==> src/hw/sel_defines.svh <==
// address map, field widths and response codes for the select decoder
`ifndef SEL_DEFINES_SVH
`define SEL_DEFINES_SVH

// decoded address bits, higher bits ignored
`define SEL_OFFSET_W 4

`define SEL_INDEX_W 4
`define SEL_WIDTH 16

// register offsets
`define SEL_OFF_RD_INDEX 4'h0
`define SEL_OFF_WR_INDEX 4'h4
`define SEL_OFF_RD_SEL 4'h8
`define SEL_OFF_WR_SEL 4'hC

// AXI response codes
`define SEL_RESP_OKAY 2'b00
`define SEL_RESP_SLVERR 2'b10

`endif

==> src/hw/sel_pkg.sv <==
// types for the select decoder: channel FSM states, access kind, register request and response
`default_nettype none

`include "sel_defines.svh"

package sel_pkg;

    // write channel
    typedef enum logic [1:0] {
        WR_IDLE = 2'd0,
        WR_EXEC = 2'd1,
        WR_RESP = 2'd2
    } wr_state_e;

    // read channel
    typedef enum logic {
        RD_IDLE = 1'b0,
        RD_RESP = 1'b1
    } rd_state_e;

    typedef enum logic {
        REG_READ  = 1'b0,
        REG_WRITE = 1'b1
    } reg_kind_e;

    typedef struct packed {
        logic                     valid;
        reg_kind_e                kind;
        logic [`SEL_OFFSET_W-1:0] offset;
        logic [31:0]              data;
        logic [3:0]               strb;
    } reg_wr_req_t;

    typedef struct packed {
        logic                     valid;
        reg_kind_e                kind;
        logic [`SEL_OFFSET_W-1:0] offset;
    } reg_rd_req_t;

    // answered in the request cycle
    typedef struct packed {
        logic [31:0] data;
        logic        err;
    } reg_rsp_t;

endpackage

`default_nettype wire

==> src/hw/sel_axil_slave.sv <==
// AXI4-Lite slave: write and read channel FSMs issuing single-cycle register-bank requests
`timescale 1ns/10ps
`default_nettype none

`include "sel_defines.svh"

module sel_axil_slave (
    input  logic                 s_axi_aclk,
    input  logic                 s_axi_aresetn,
    input  logic [31:0]          s_axi_awaddr,
    input  logic                 s_axi_awvalid,
    output logic                 s_axi_awready,
    input  logic [31:0]          s_axi_wdata,
    input  logic [3:0]           s_axi_wstrb,
    input  logic                 s_axi_wvalid,
    output logic                 s_axi_wready,
    output logic [1:0]           s_axi_bresp,
    output logic                 s_axi_bvalid,
    input  logic                 s_axi_bready,
    input  logic [31:0]          s_axi_araddr,
    input  logic                 s_axi_arvalid,
    output logic                 s_axi_arready,
    output logic [31:0]          s_axi_rdata,
    output logic [1:0]           s_axi_rresp,
    output logic                 s_axi_rvalid,
    input  logic                 s_axi_rready,
    input  sel_pkg::reg_rsp_t    wr_rsp,
    input  sel_pkg::reg_rsp_t    rd_rsp,
    output sel_pkg::reg_wr_req_t wr_req,
    output sel_pkg::reg_rd_req_t rd_req
);

    import sel_pkg::*;

    wr_state_e wr_state;
    rd_state_e rd_state;

    // address and data of a write are taken in either order
    logic aw_held;
    logic w_held;

    logic aw_fire;
    logic w_fire;
    logic ar_fire;

    logic [`SEL_OFFSET_W-1:0] wr_offset;
    logic [31:0]              wr_data;
    logic [3:0]               wr_strb;
    logic [`SEL_OFFSET_W-1:0] rd_offset;

    assign aw_fire = s_axi_awready && s_axi_awvalid;
    assign w_fire  = s_axi_wready && s_axi_wvalid;
    assign ar_fire = s_axi_arready && s_axi_arvalid;

    // write FSM
    always_ff @(posedge s_axi_aclk or negedge s_axi_aresetn) begin
        if (!s_axi_aresetn) begin
            wr_state      <= WR_IDLE;
            aw_held       <= 1'b0;
            w_held        <= 1'b0;
            s_axi_awready <= 1'b0;
            s_axi_wready  <= 1'b0;
            s_axi_bvalid  <= 1'b0;
        end else begin
            case (wr_state)
                WR_IDLE: begin
                    if (aw_fire) begin
                        aw_held <= 1'b1;
                    end
                    if (w_fire) begin
                        w_held <= 1'b1;
                    end
                    // ready drops once the beat is held
                    s_axi_awready <= !aw_held && !aw_fire;
                    s_axi_wready  <= !w_held && !w_fire;
                    if (aw_held && w_held) begin
                        wr_state <= WR_EXEC;
                    end
                end
                WR_EXEC: begin
                    s_axi_bvalid <= 1'b1;
                    wr_state     <= WR_RESP;
                end
                WR_RESP: begin
                    if (s_axi_bready) begin
                        s_axi_bvalid <= 1'b0;
                        aw_held      <= 1'b0;
                        w_held       <= 1'b0;
                        wr_state     <= WR_IDLE;
                    end
                end
                default: begin
                    wr_state <= WR_IDLE;
                end
            endcase
        end
    end

    // write payload and response code
    always_ff @(posedge s_axi_aclk) begin
        if (aw_fire) begin
            wr_offset <= s_axi_awaddr[`SEL_OFFSET_W-1:0];
        end
        if (w_fire) begin
            wr_data <= s_axi_wdata;
            wr_strb <= s_axi_wstrb;
        end
        if (wr_state == WR_EXEC) begin
            s_axi_bresp <= wr_rsp.err ? `SEL_RESP_SLVERR : `SEL_RESP_OKAY;
        end
    end

    always_comb begin
        wr_req.valid  = (wr_state == WR_EXEC);
        wr_req.kind   = REG_WRITE;
        wr_req.offset = wr_offset;
        wr_req.data   = wr_data;
        wr_req.strb   = wr_strb;
    end

    // read FSM, request cycle is RD_RESP before rvalid rises
    always_ff @(posedge s_axi_aclk or negedge s_axi_aresetn) begin
        if (!s_axi_aresetn) begin
            rd_state      <= RD_IDLE;
            s_axi_arready <= 1'b0;
            s_axi_rvalid  <= 1'b0;
        end else begin
            case (rd_state)
                RD_IDLE: begin
                    s_axi_arready <= !ar_fire;
                    if (ar_fire) begin
                        rd_state <= RD_RESP;
                    end
                end
                RD_RESP: begin
                    if (!s_axi_rvalid) begin
                        s_axi_rvalid <= 1'b1;
                    end else if (s_axi_rready) begin
                        s_axi_rvalid <= 1'b0;
                        rd_state     <= RD_IDLE;
                    end
                end
                default: begin
                    rd_state <= RD_IDLE;
                end
            endcase
        end
    end

    // read payload
    always_ff @(posedge s_axi_aclk) begin
        if (ar_fire) begin
            rd_offset <= s_axi_araddr[`SEL_OFFSET_W-1:0];
        end
        if (rd_req.valid) begin
            s_axi_rdata <= rd_rsp.data;
            s_axi_rresp <= rd_rsp.err ? `SEL_RESP_SLVERR : `SEL_RESP_OKAY;
        end
    end

    always_comb begin
        rd_req.valid  = (rd_state == RD_RESP) && !s_axi_rvalid;
        rd_req.kind   = REG_READ;
        rd_req.offset = rd_offset;
    end

endmodule

`default_nettype wire

==> src/hw/sel_decoder_axil.sv <==
// top level: AXI4-Lite slave front end joined to the select register bank
`timescale 1ns/10ps
`default_nettype none

`include "sel_defines.svh"

module sel_decoder_axil (
    input  logic                  s_axi_aclk,
    input  logic                  s_axi_aresetn,
    input  logic [31:0]           s_axi_awaddr,
    input  logic                  s_axi_awvalid,
    output logic                  s_axi_awready,
    input  logic [31:0]           s_axi_wdata,
    input  logic [3:0]            s_axi_wstrb,
    input  logic                  s_axi_wvalid,
    output logic                  s_axi_wready,
    output logic [1:0]            s_axi_bresp,
    output logic                  s_axi_bvalid,
    input  logic                  s_axi_bready,
    input  logic [31:0]           s_axi_araddr,
    input  logic                  s_axi_arvalid,
    output logic                  s_axi_arready,
    output logic [31:0]           s_axi_rdata,
    output logic [1:0]            s_axi_rresp,
    output logic                  s_axi_rvalid,
    input  logic                  s_axi_rready,
    output logic [`SEL_WIDTH-1:0] rd_sel,
    output logic [`SEL_WIDTH-1:0] wr_sel
);

    import sel_pkg::*;

    // separate write and read ports into the bank
    reg_wr_req_t wr_req;
    reg_rd_req_t rd_req;
    reg_rsp_t    wr_rsp;
    reg_rsp_t    rd_rsp;

    sel_axil_slave i_slave (
        .s_axi_aclk    (s_axi_aclk),
        .s_axi_aresetn (s_axi_aresetn),
        .s_axi_awaddr  (s_axi_awaddr),
        .s_axi_awvalid (s_axi_awvalid),
        .s_axi_awready (s_axi_awready),
        .s_axi_wdata   (s_axi_wdata),
        .s_axi_wstrb   (s_axi_wstrb),
        .s_axi_wvalid  (s_axi_wvalid),
        .s_axi_wready  (s_axi_wready),
        .s_axi_bresp   (s_axi_bresp),
        .s_axi_bvalid  (s_axi_bvalid),
        .s_axi_bready  (s_axi_bready),
        .s_axi_araddr  (s_axi_araddr),
        .s_axi_arvalid (s_axi_arvalid),
        .s_axi_arready (s_axi_arready),
        .s_axi_rdata   (s_axi_rdata),
        .s_axi_rresp   (s_axi_rresp),
        .s_axi_rvalid  (s_axi_rvalid),
        .s_axi_rready  (s_axi_rready),
        .wr_rsp        (wr_rsp),
        .rd_rsp        (rd_rsp),
        .wr_req        (wr_req),
        .rd_req        (rd_req)
    );

    sel_reg_bank i_regs (
        .s_axi_aclk    (s_axi_aclk),
        .s_axi_aresetn (s_axi_aresetn),
        .wr_req        (wr_req),
        .rd_req        (rd_req),
        .wr_rsp        (wr_rsp),
        .rd_rsp        (rd_rsp),
        .rd_sel        (rd_sel),
        .wr_sel        (wr_sel)
    );

endmodule

`default_nettype wire

==> src/hw/sel_reg_bank.sv <==
// register bank: index registers, address decode with error response, one-hot select outputs
`timescale 1ns/10ps
`default_nettype none

`include "sel_defines.svh"

module sel_reg_bank (
    input  logic                  s_axi_aclk,
    input  logic                  s_axi_aresetn,
    input  sel_pkg::reg_wr_req_t  wr_req,
    input  sel_pkg::reg_rd_req_t  rd_req,
    output sel_pkg::reg_rsp_t     wr_rsp,
    output sel_pkg::reg_rsp_t     rd_rsp,
    output logic [`SEL_WIDTH-1:0] rd_sel,
    output logic [`SEL_WIDTH-1:0] wr_sel
);

    import sel_pkg::*;

    logic [`SEL_INDEX_W-1:0] rd_index;
    logic [`SEL_INDEX_W-1:0] wr_index;

    // only the two index registers are writable
    logic wr_mapped;
    logic wr_commit;

    assign rd_sel = {{(`SEL_WIDTH-1){1'b0}}, 1'b1} << rd_index;
    assign wr_sel = {{(`SEL_WIDTH-1){1'b0}}, 1'b1} << wr_index;

    always_comb begin
        wr_mapped = (wr_req.kind == REG_WRITE) &&
                    ((wr_req.offset == `SEL_OFF_RD_INDEX) ||
                     (wr_req.offset == `SEL_OFF_WR_INDEX));
        wr_rsp.data = '0;
        wr_rsp.err  = wr_req.valid && !wr_mapped;
    end

    // index lives in byte 0, so strobe bit 0 qualifies the update
    assign wr_commit = wr_req.valid && wr_mapped && wr_req.strb[0];

    always_ff @(posedge s_axi_aclk or negedge s_axi_aresetn) begin
        if (!s_axi_aresetn) begin
            rd_index <= '0;
            wr_index <= '0;
        end else if (wr_commit) begin
            if (wr_req.offset == `SEL_OFF_RD_INDEX) begin
                rd_index <= wr_req.data[`SEL_INDEX_W-1:0];
            end
            if (wr_req.offset == `SEL_OFF_WR_INDEX) begin
                wr_index <= wr_req.data[`SEL_INDEX_W-1:0];
            end
        end
    end

    // read mux, unmapped offsets give err with zero data
    always_comb begin
        rd_rsp.data = '0;
        rd_rsp.err  = 1'b0;
        if (rd_req.valid) begin
            if (rd_req.kind != REG_READ) begin
                rd_rsp.err = 1'b1;
            end else begin
                case (rd_req.offset)
                    `SEL_OFF_RD_INDEX: begin
                        rd_rsp.data = 32'(rd_index);
                    end
                    `SEL_OFF_WR_INDEX: begin
                        rd_rsp.data = 32'(wr_index);
                    end
                    `SEL_OFF_RD_SEL: begin
                        rd_rsp.data = 32'(rd_sel);
                    end
                    `SEL_OFF_WR_SEL: begin
                        rd_rsp.data = 32'(wr_sel);
                    end
                    default: begin
                        rd_rsp.err = 1'b1;
                    end
                endcase
            end
        end
    end

endmodule

`default_nettype wire

==> config.mk <==
export PLATFORM = sky130hd
export DESIGN_NAME = sel_decoder_axil
export DESIGN_NICKNAME = d
export VERILOG_FILES = /design/src/hw/sel_pkg.sv /design/src/hw/sel_axil_slave.sv /design/src/hw/sel_decoder_axil.sv /design/src/hw/sel_reg_bank.sv
export VERILOG_INCLUDE_DIRS = /design/src /design/src/hw
export SDC_FILE = /design/constraint.sdc
export NUM_CORES = 1
export LEC_CHECK = 0
export ABC_AREA = 1
export BUFFER_PORTS_ARGS = -buffer_cell sky130_fd_sc_hd__buf_2
export CAP_MARGIN = 30
export CORE_MARGIN = 3
export CORE_UTILIZATION = 30
export DETAILED_ROUTE_END_ITERATION = 7
export GPL_ROUTABILITY_DRIVEN = 0
export GPL_TIMING_DRIVEN = 0
export SETUP_SLACK_MARGIN = 0.4
export SLEW_MARGIN = 5
export SYNTH_ARGS = -nofsm -noshare
export SYNTH_HDL_FRONTEND = slang
export SYNTH_SLANG_ARGS = --single-unit
==> constraint.sdc <==
create_clock -name s_axi_aclk -period 2.3 [get_ports s_axi_aclk]
set_input_delay 0.575 -clock s_axi_aclk [delete_from_list [all_inputs] [get_ports s_axi_aclk]]
set_output_delay 0.575 -clock s_axi_aclk [all_outputs]
set_load 0.02 [all_outputs]
Yosys cells after proc, flatten, opt, wreduce, memory -nomap -nowiden
Cells that the tools add are included.
{"block": "totals", "romBits": 0, "latch_bits": 0, "ff_bits": 51, "memories": 0, "mem_bits_rw": 0, "elab_cells": 79}
{"block": "classes", "shifts": 2, "div_mod_pow": 0, "order_cmp": 0, "mul": 0, "eq_ne": 10, "n_addsub": 0, "n_bitwise": 1, "mux": 18, "n_reduce_logical": 30}
{"op": "16-bit case mux with 4 select lines", "n": 1}
{"op": "1-bit by 4-bit left shift with 16-bit output, first input constant", "n": 2}
{"op": "1-bit logical AND", "n": 10}
{"op": "4-bit by 3-bit == test with 1-bit output, second input constant", "n": 2}
{"op": "4-bit == test, second input constant", "n": 2}
{"op": "4-bit logical NOT", "n": 2}
{"op": "1-bit two-way mux", "n": 8}
{"op": "2-bit two-way mux", "n": 4}
{"op": "1-bit case mux with 2 select lines", "n": 4}
{"op": "2-bit AND reduction", "n": 4}
{"op": "1-bit logical NOT", "n": 7}
{"op": "2-bit by 1-bit != test with 1-bit output, second input constant", "n": 3}
{"op": "2-bit case mux with 3 select lines", "n": 1}
{"op": "3-bit AND reduction", "n": 2}
{"op": "2-bit nonzero test", "n": 2}
{"op": "4-bit OR reduction", "n": 1}
{"op": "2-bit by 1-bit == test with 1-bit output, second input constant", "n": 1}
{"op": "2-bit == test, second input constant", "n": 1}
{"op": "2-bit logical NOT", "n": 1}
{"op": "2-bit != test, second input constant", "n": 1}
{"op": "1-bit logical OR", "n": 1}
{"op": "1-bit inverter", "n": 1}

Depth between registers and ports, before layout
Gate-level depths: netlist of the first run.
{"block": "depth", "ltp_word": 5, "mapped_depth": 8, "mapped_depth_nobuf": 8}

Hierarchy
A second synthesis of the first run with hierarchy kept.
{"block": "hier_totals", "cells_unflattened": 389, "area_unflattened_um2": 4272.8}
{"module": "sel_axil_slave", "cells_per_inst": 137, "seq_area_each_um2": 2592.5, "instances": 1, "area_each_um2": 2817.7}
{"module": "sel_reg_bank", "cells_per_inst": 252, "seq_area_each_um2": 200.2, "instances": 1, "area_each_um2": 1455.1}

Worst setup path after synthesis of the first run
Ideal clock, no wire load.
{"block": "synth_path", "path_type": "reg-to-output", "startpoint": "register i_regs.rd_index[1]", "endpoint": "output rd_sel[15]", "stages_incl_launch_ff": 5, "required_ns": 1.725, "slack_ns": 0.661, "t_arrival_ns": 1.064, "path_buffers": 0, "cell_sequence": "dfrtp_1 -> inv_1 -> nor3_2 -> inv_1 -> nor2_1"}
{"block": "synth_via", "elab_chain_len": 1}
{"item": "from (decl)", "line_no": "sel_reg_bank.sv:20", "text": "logic [`SEL_INDEX_W-1:0] rd_index;"}
{"item": "from (signal assigned)", "line_no": "sel_reg_bank.sv:47", "text": "rd_index <= wr_req.data[`SEL_INDEX_W-1:0];"}
{"item": "1-bit by 4-bit left shift with 16-bit output", "line_no": "sel_reg_bank.sv:27", "text": "assign rd_sel = {{(`SEL_WIDTH-1){1'b0}}, 1'b1} << rd_index;"}
{"item": "to (decl)", "line_no": "sel_decoder_axil.sv:27", "text": "output logic [`SEL_WIDTH-1:0] rd_sel,"}
No other way between the ends.

Final worst setup path of the first run
{"block": "layout_path", "startpoint": "register i_regs.rd_index[1]", "endpoint": "output rd_sel[9]"}
Same word-level chain as after synthesis.

==> results of run 1 <==
==> critical path, cell delays in order (launching register included) <==
cell     delay [ps]
dfrtp_2         460
inv_2           100
nand2_1          70
nor2_2          140
inv_2            80
nor2_4          110
buf_6           120
==> flip-flops by register name, indices dropped and copies added (netlist names), 2 cells and up <==
signal	count
i_slave.wr_state	2
i_slave.rd_offset	4
i_regs.wr_index	4
i_slave.wr_offset	4
i_regs.rd_index	4
i_slave.s_axi_rdata	16
i_slave.wr_data	4
==> path summary, 6_finish.rpt <==
check / slack [ps] / end / cells past startpoint / start
max in group asynchronous: 1800 / i_regs.rd_index[1] / 1 / s_axi_aresetn
min in group s_axi_aclk: 440 / i_slave.wr_data[2] / 1 / s_axi_wdata[2]
setup / recovery: 350 / rd_sel[9] / 6 / i_regs.rd_index[1]
hold reg to reg: 470 / i_slave.s_axi_wready / 1 / i_slave.w_held
setup reg to reg: 650 / i_slave.s_axi_rdata[12] / 7 / i_slave.rd_state
hold / removal: 190 / i_slave.s_axi_rvalid / 1 / s_axi_aresetn
==> cell families (layout without fill, tap and decap cells) <==
logic type,Yosys count,count (layout)
AO/OA/AOI/OAI,21,21
AND/OR/NAND/NOR,168,168
flip-flops,49,49
buffers and inverters,64,171
other,1,18
==> synth_stat cells (5+ instances only) <==
cell	number	area (um^2)
edfxtp_1	31	930.9
a21oi_2	9	78.83
dfrtp_1	18	450.4
inv_2	5	18.77
nor2_1	48	180.2
nor2_2	5	31.28
nand2_1	78	292.8
nand3_1	28	140.1
buf_4	18	135.1
inv_1	32	120.1
==> per-layer routing <==
layer | track usage, % | vias up | wire length (um)
met2 | 20.71 | 103 | 3273
li1 | - | 1166 | -
met5 | 0 | - | 0
met1 | 16.79 | 1057 | 2833
met4 | 3.992 | 0 | 116
met3 | 3.436 | 11 | 582
==> stage by stage <==
stage / instance area, um^2 / hold slack (ps)
floorplan: 2664 / 279.4
finish: 3896 / 186.2
detailed placement: 3166 / 460.7
CTS: 3643 / 188.8
global route: 3896 / 200.2
global placement: 3166 / 443.0
==> final cells by class <==
type | count | area [um^2]
plain buffers | 27 | 226.5
clock buffers | 5 | 68.82
clock inverters | 3 | 45.04
fillers | 781 | 4403
inverters | 37 | 153.9
multi-input cells | 207 | 1185
flip-flops and latches | 49 | 1386
well taps | 105 | 131.4
repair buffers | 99 | 699.4
==> power groups by stage <==
stage / registers, mW / logic (mW) / clock network [mW]
final: 1.41 / 2.04 / 0.632
after CTS: 1.40 / 1.80 / 0.658
after global placement: 1.41 / 1.37 / 0
after detailed placement: 1.42 / 1.40 / 0
after floorplan: 1.56 / 0.807 / 0
after global routing: 1.44 / 2.20 / 0.696
==> what timing repair did <==
item / CTS / global route
endpoints found under the setup margin: 32 / 32
pin swaps: 13 / 17
hold buffers: 0 / 0
setup buffers: 18 / 7
resized for setup: 83 / 59
==> summary.txt, run 1 <==
Outcome
  • Outcome: finished, final reports clean

Pwr
  • Switching fraction of total power: 43.47%
  • Sequential power share: ~35%
  • Combinational group share of total power: between 40% and 50%
  • Power Internal: 2.306 mW
  • Leakage power total: 1.754 nW
  • Worst VDD drop: 0.0005714 V
  • Tot Pwr: 4.079 mW
  • Cell Pwr Density: about 1000 nW/um^2
  • Psw: between 1.5 and 2 mW
  • Clk pwr share: 15.5%

Critical path
  • Critical path capture point type: primary output
  • Worst-path fanout max: 5
  • Data required, critical path: 1730 ps
  • CP Class: reg -> out
  • CP startpoint kind: flop
  • WP data arrival: 1380 ps

Yosys
  • Netlist cell types: 22
  • Post-synthesis xor/xnor area fraction: 0%
  • Compound-Gate Fraction of Synth Area: under 10%
  • Cells after Synth: around 300
  • Simple-gate share of the synthesized area: between 20% and 30%
  • Seq cells post-synth: ~50
  • Synthesized area: about 2600 um^2
  • Average cell area after synthesis: roughly 8.6 um^2
  • FFs w/ async S/R, synth: a little under two fifths
  • Synth Flop Type: edfxtp_1
  • Number of synthesized flops with an enable pin: 31
  • Number of synthesis warnings: 0
  • Multiplexer share of the synthesized area: 0%
  • Synth Area in Adders: 0%
  • Sequential element share of the synthesized area: a little over half
  • Largest family of logic cells by synthesized area: simple AND/OR/NAND/NOR gates

Clock tree
  • Clock sinks: 49
  • Total CTS buffers: 5
  • Clock insertion delay at the later pin of the skew report: ~300 ps
  • CTS Buffer Depth: 2
  • CTS clk-pin slew, worst paths: roughly 90 ps
  • CTS tree: built
  • H-tree depth: 2
  • Root buffer cell: clkbuf_8

Final layout
  • Fin nets: approximately 530
  • Fin util: a little under half
  • Fraction of layout cells with a size suffix above 1: 50.12%
  • Most common cell after layout, fill and taps aside: nand2_1
  • Layout area overhead: 49.86%
  • # diodes: 0
  • Non-Filler Instances: 532
  • Most frequent cells in the layout: nand2_1, buf_4, buf_2, edfxtp_1

Global route
  • First-pass GRT wire length: between 10,000 and 15,000 um
  • Antenna violations before repair: 0
  • Pin count of the biggest net entering global routing: 19
  • Total track usage: 12.81%
  • Vias in the first global route: between 2,000 and 2,500
  • GR Overflow Total: 0

Die
  • Chip Width: about 99 um
  • Die area: between 9000 and 10,000 um^2
  • Core Rows: 33
  • Die Y-Extent: around 99 um
  • Core Area: 8299 um^2
  • I/O pins: between 150 and 200
  • Starting density of the core: 31.33%

Worst hold path
  • Worst Hold Class: in -> async

Timing
  • Clock period minus worst slack: ~2000 ps
  • Hold Violations, Final: 0
  • Tcrit/Tclk final: 84.80%
  • Fmax: approximately 510 MHz
  • Setup tns final: 0 ps
  • Setup WS post-layout: about 350 ps
  • Relative slew slack: around 63%
  • RSZ-0062 raised after global routing: true
  • Worst Tran Pin Value: 551.4 ps
  • # setup viols final: 0
  • Pins over their slew limit: 0
  • Skew final: approximately 8.0 ps

Route
  • Pre-antenna DRT Iters: 4
  • Via density: 4.393
  • 1st-iter DRT viols: ~110
  • DRC viols: 0
  • Antenna Nets Post-Route: 0
  • Via count: between 2,000 and 2,500
  • DRT Wirelength: 6807 um
  • Routed wire per std cell: between 10 and 15 um

Place
  • DP HPWL: approximately 4800 um
  • Inst Count DP: 499
  • # port buffers: between 70 and 80
  • Worst slack, placed: 535.4 ps

Run
  • Max-Cap Viols: 0
No activity file was read; power rests on OpenSTA's default activity.
==> run 2: changes to the inputs <==
==> constraint.sdc (replaced) <==
create_clock -name s_axi_aclk -period 1.8 [get_ports s_axi_aclk]
set_input_delay 0.45 -clock s_axi_aclk [delete_from_list [all_inputs] [get_ports s_axi_aclk]]
set_output_delay 0.45 -clock s_axi_aclk [all_outputs]
set_load 0.02 [all_outputs]
==> summary.txt, run 2 (synthesis gave the netlist of run 1 again) <==
Outcome
  • Outcome: finished, violations left
  • Failing checks: setup timing

Run
  • Max-Cap Viols: 0 (unchanged)

Route
  • Pre-antenna DRT Iters: 5 (+1)
  • DRT Wirelength: 7940 um (+17%)
  • Antenna Nets Post-Route: 0 (unchanged)
  • Routed wire per std cell: 14.31 um (+12%)
  • DRC viols: 0 (unchanged)
  • Via count: 2,530 (+8.3%)
  • 1st-iter DRT viols: 108 (-5.3%)
  • Via density: 4.559 (+3.8%)

Clock tree
  • CTS Buffer Depth: 2 (unchanged)
  • Clock insertion delay at the later pin of the skew report: 300 ps (about the same)
  • Root buffer cell: clkbuf_8
  • CTS clk-pin slew, worst paths: 90 ps (about the same)
  • H-tree depth: 2 (unchanged)
  • Total CTS buffers: 5 (unchanged)
  • Hold_buf cts: 0 (unchanged)
  • CTS tree: built
  • Clock sinks: 49 (unchanged)

Final layout
  • Max reg flops: 16 (unchanged)
  • Area of the multi-input gates: 1361 um^2 (+15%)
  • Largest register by flop count: i_slave.s_axi_rdata
  • Fraction of layout cells with a size suffix above 1: 57.33% (+7.2 points)
  • # diodes: 0 (unchanged)
  • Layout area overhead: 68.14%
  • FILL cells: 724 (-7.3%)
  • Fin util: 52.68% (+5.7 points)
  • Storage element area: 1388 um^2 (about the same)
  • Most common cell after layout, fill and taps aside: nand2_1
  • Fin nets: 556 (+4.3%)
  • Most frequent cells in the layout: nand2_1, buf_4, buf_6, buf_2, nor2_4

Critical path
  • Reg-to-Reg Start: i_regs.wr_index[2]
  • Worst-path fanout max: 6 (+1)
  • CP startpoint kind: flop
  • FF-to-FF path depth: 11 (+4)
  • Crit path cell chain: buf_6, buf_6, nand2_4, nor2_4, inv_2, nor2_4, buf_6
  • WP data arrival: 1480 ps (+100 ps)
  • Critical path capture point type: primary output
  • CP Buf/Inv Count: 4 (+1)
  • Top cell by count, worst path: buf_6
  • R2r setup slk: 140 ps (-510 ps)
  • CP max stage cell: dfrtp_2
  • Top delay family on crit path: flip-flops
  • Data required, critical path: 1350 ps (-380 ps)
  • Slowest stage delay, CP: 460 ps (about the same)
  • Reg-to-Reg End: i_slave.s_axi_rdata[8]
  • CP Class: reg -> out

Global route
  • Pin count of the biggest net entering global routing: 19 (unchanged)
  • Vias in the first global route: 2,323 (+6.7%)
  • Total track usage: 13.92% (+1.1 points)
  • Antenna violations before repair: 0 (unchanged)
  • First-pass GRT wire length: 11,110 um (+9.9%)
  • GR Overflow Total: 0 (unchanged)

Worst hold path
  • Worst Hold Class: in -> async

Die
  • Starting density of the core: 31.33% (unchanged)
  • I/O pins: 180 (unchanged)
  • Core Rows: 33 (unchanged)
  • Die area: 9820 um^2 (unchanged)
  • Core Area: 8299 um^2 (unchanged)
  • Chip Width: 99.10 um (unchanged)
  • Die Y-Extent: 99.10 um (unchanged)

Timing
  • Setup WS post-layout: -128.7 ps (-478.3 ps)
  • Hold Worst Slack: 74.46 ps (-111.7 ps)
  • Fmax: about 520 MHz
  • RSZ-0062 raised after global routing: true
  • Pins over their slew limit: 0 (unchanged)
  • # setup viols final: 21 (+21)
  • Tcrit/Tclk final: 107.1%
  • Hold Violations, Final: 0 (unchanged)
  • Skew final: 8.498 ps (+0.5186 ps)
  • Clock period minus worst slack: 1929 ps

Pwr
  • Cell Pwr Density: 1314 nW/um^2 (+25%)
  • Leakage power total: 1.920 nW (+9.4%)
  • Worst VDD drop: 0.0007813 V (+37%)
  • Tot Pwr: 5.743 mW (+41%)

Place
  • DP HPWL: 4941 um (+3.2%)
  • # port buffers: 74 (unchanged)
run 2: cell count changes in the layout (fill, tap and decap cells not counted), sizes merged:
cell / delta
clkinv: -1
clkbuf: +2
inv: -1
clkinvlp: +1
buf: +23
bufinv: -1
run 2: how the worst max path moves through the flow:
stage,startpoint,end,slack (ps),cells past startpoint
2_1_floorplan,i_regs.rd_index[1],rd_sel[12],360,3
3_3_place_gp,i_regs.wr_index[3],wr_sel[0],90,3
3_5_place_dp,i_regs.wr_index[3],wr_sel[0],80,3
4_1_cts,i_regs.rd_index[0],rd_sel[15],-30,5
5_1_grt,i_regs.wr_index[0],wr_sel[9],-180,7
6_report,i_regs.wr_index[0],wr_sel[9],-130,7
run 2: cell type report:
| class | instances | share of cell area [%] |
|---|---|---|
| Buffer | 27 | 5.467 |
| Clock buffer | 7 | 1.746 |
| Clock inverter | 1 | 0.1717 |
| Inverter | 37 | 3.749 |
| Multi-Input combinational cell | 207 | 31.14 |
| Sequential cell | 49 | 31.74 |
| Tap cell | 105 | 3.005 |
| Timing Repair Buffer | 122 | 22.98 |
run 2: metrics by stage:
step	setup TNS [ps]	area (um^2)	std cells	setup WS, ps
2_1_floorplan	0	2755	320	363.5
3_3_place_gp	0	3257	499	91.10
3_5_place_dp	0	3257	499	83.73
4_1_cts	-70.35	3862	532	-27.96
5_1_grt	-2487	4372	555	-176.7
6_report	-1001	4372	555	-128.7
run 2: metal layers:
layer | global-route usage, % | part of all wire [%]
met5 | 0 | 0
met4 | 3.466 | 3.2
met3 | 3.366 | 8.9
met2 | 23.40 | 50
met1 | 18.08 | 38
run 2: worst register-to-register path, stage by stage (launching register included):
cell     delay, ps
dfrtp_1        350
buf_6          160
inv_8           50
buf_12         120
nand2_2        100
nor2_2          60
buf_4          120
buf_4          120
buf_4          120
buf_4          120
nand2_1         60
a21oi_2         50
run 2: where the power goes:
part | internal, mW | switching (mW)
sequential | 1.59 | 0.246
clock | 0.276 | 0.365
combinational | 1.31 | 1.96
total | 3.17 | 2.57
run 2: repair_timing:
item	CTS	global route
resized for setup	110	82
gates cloned	0	1
pin swaps	13	33
endpoints found under the hold margin	0	0
setup endpoints to repair	48	44
buffers inserted	25	22
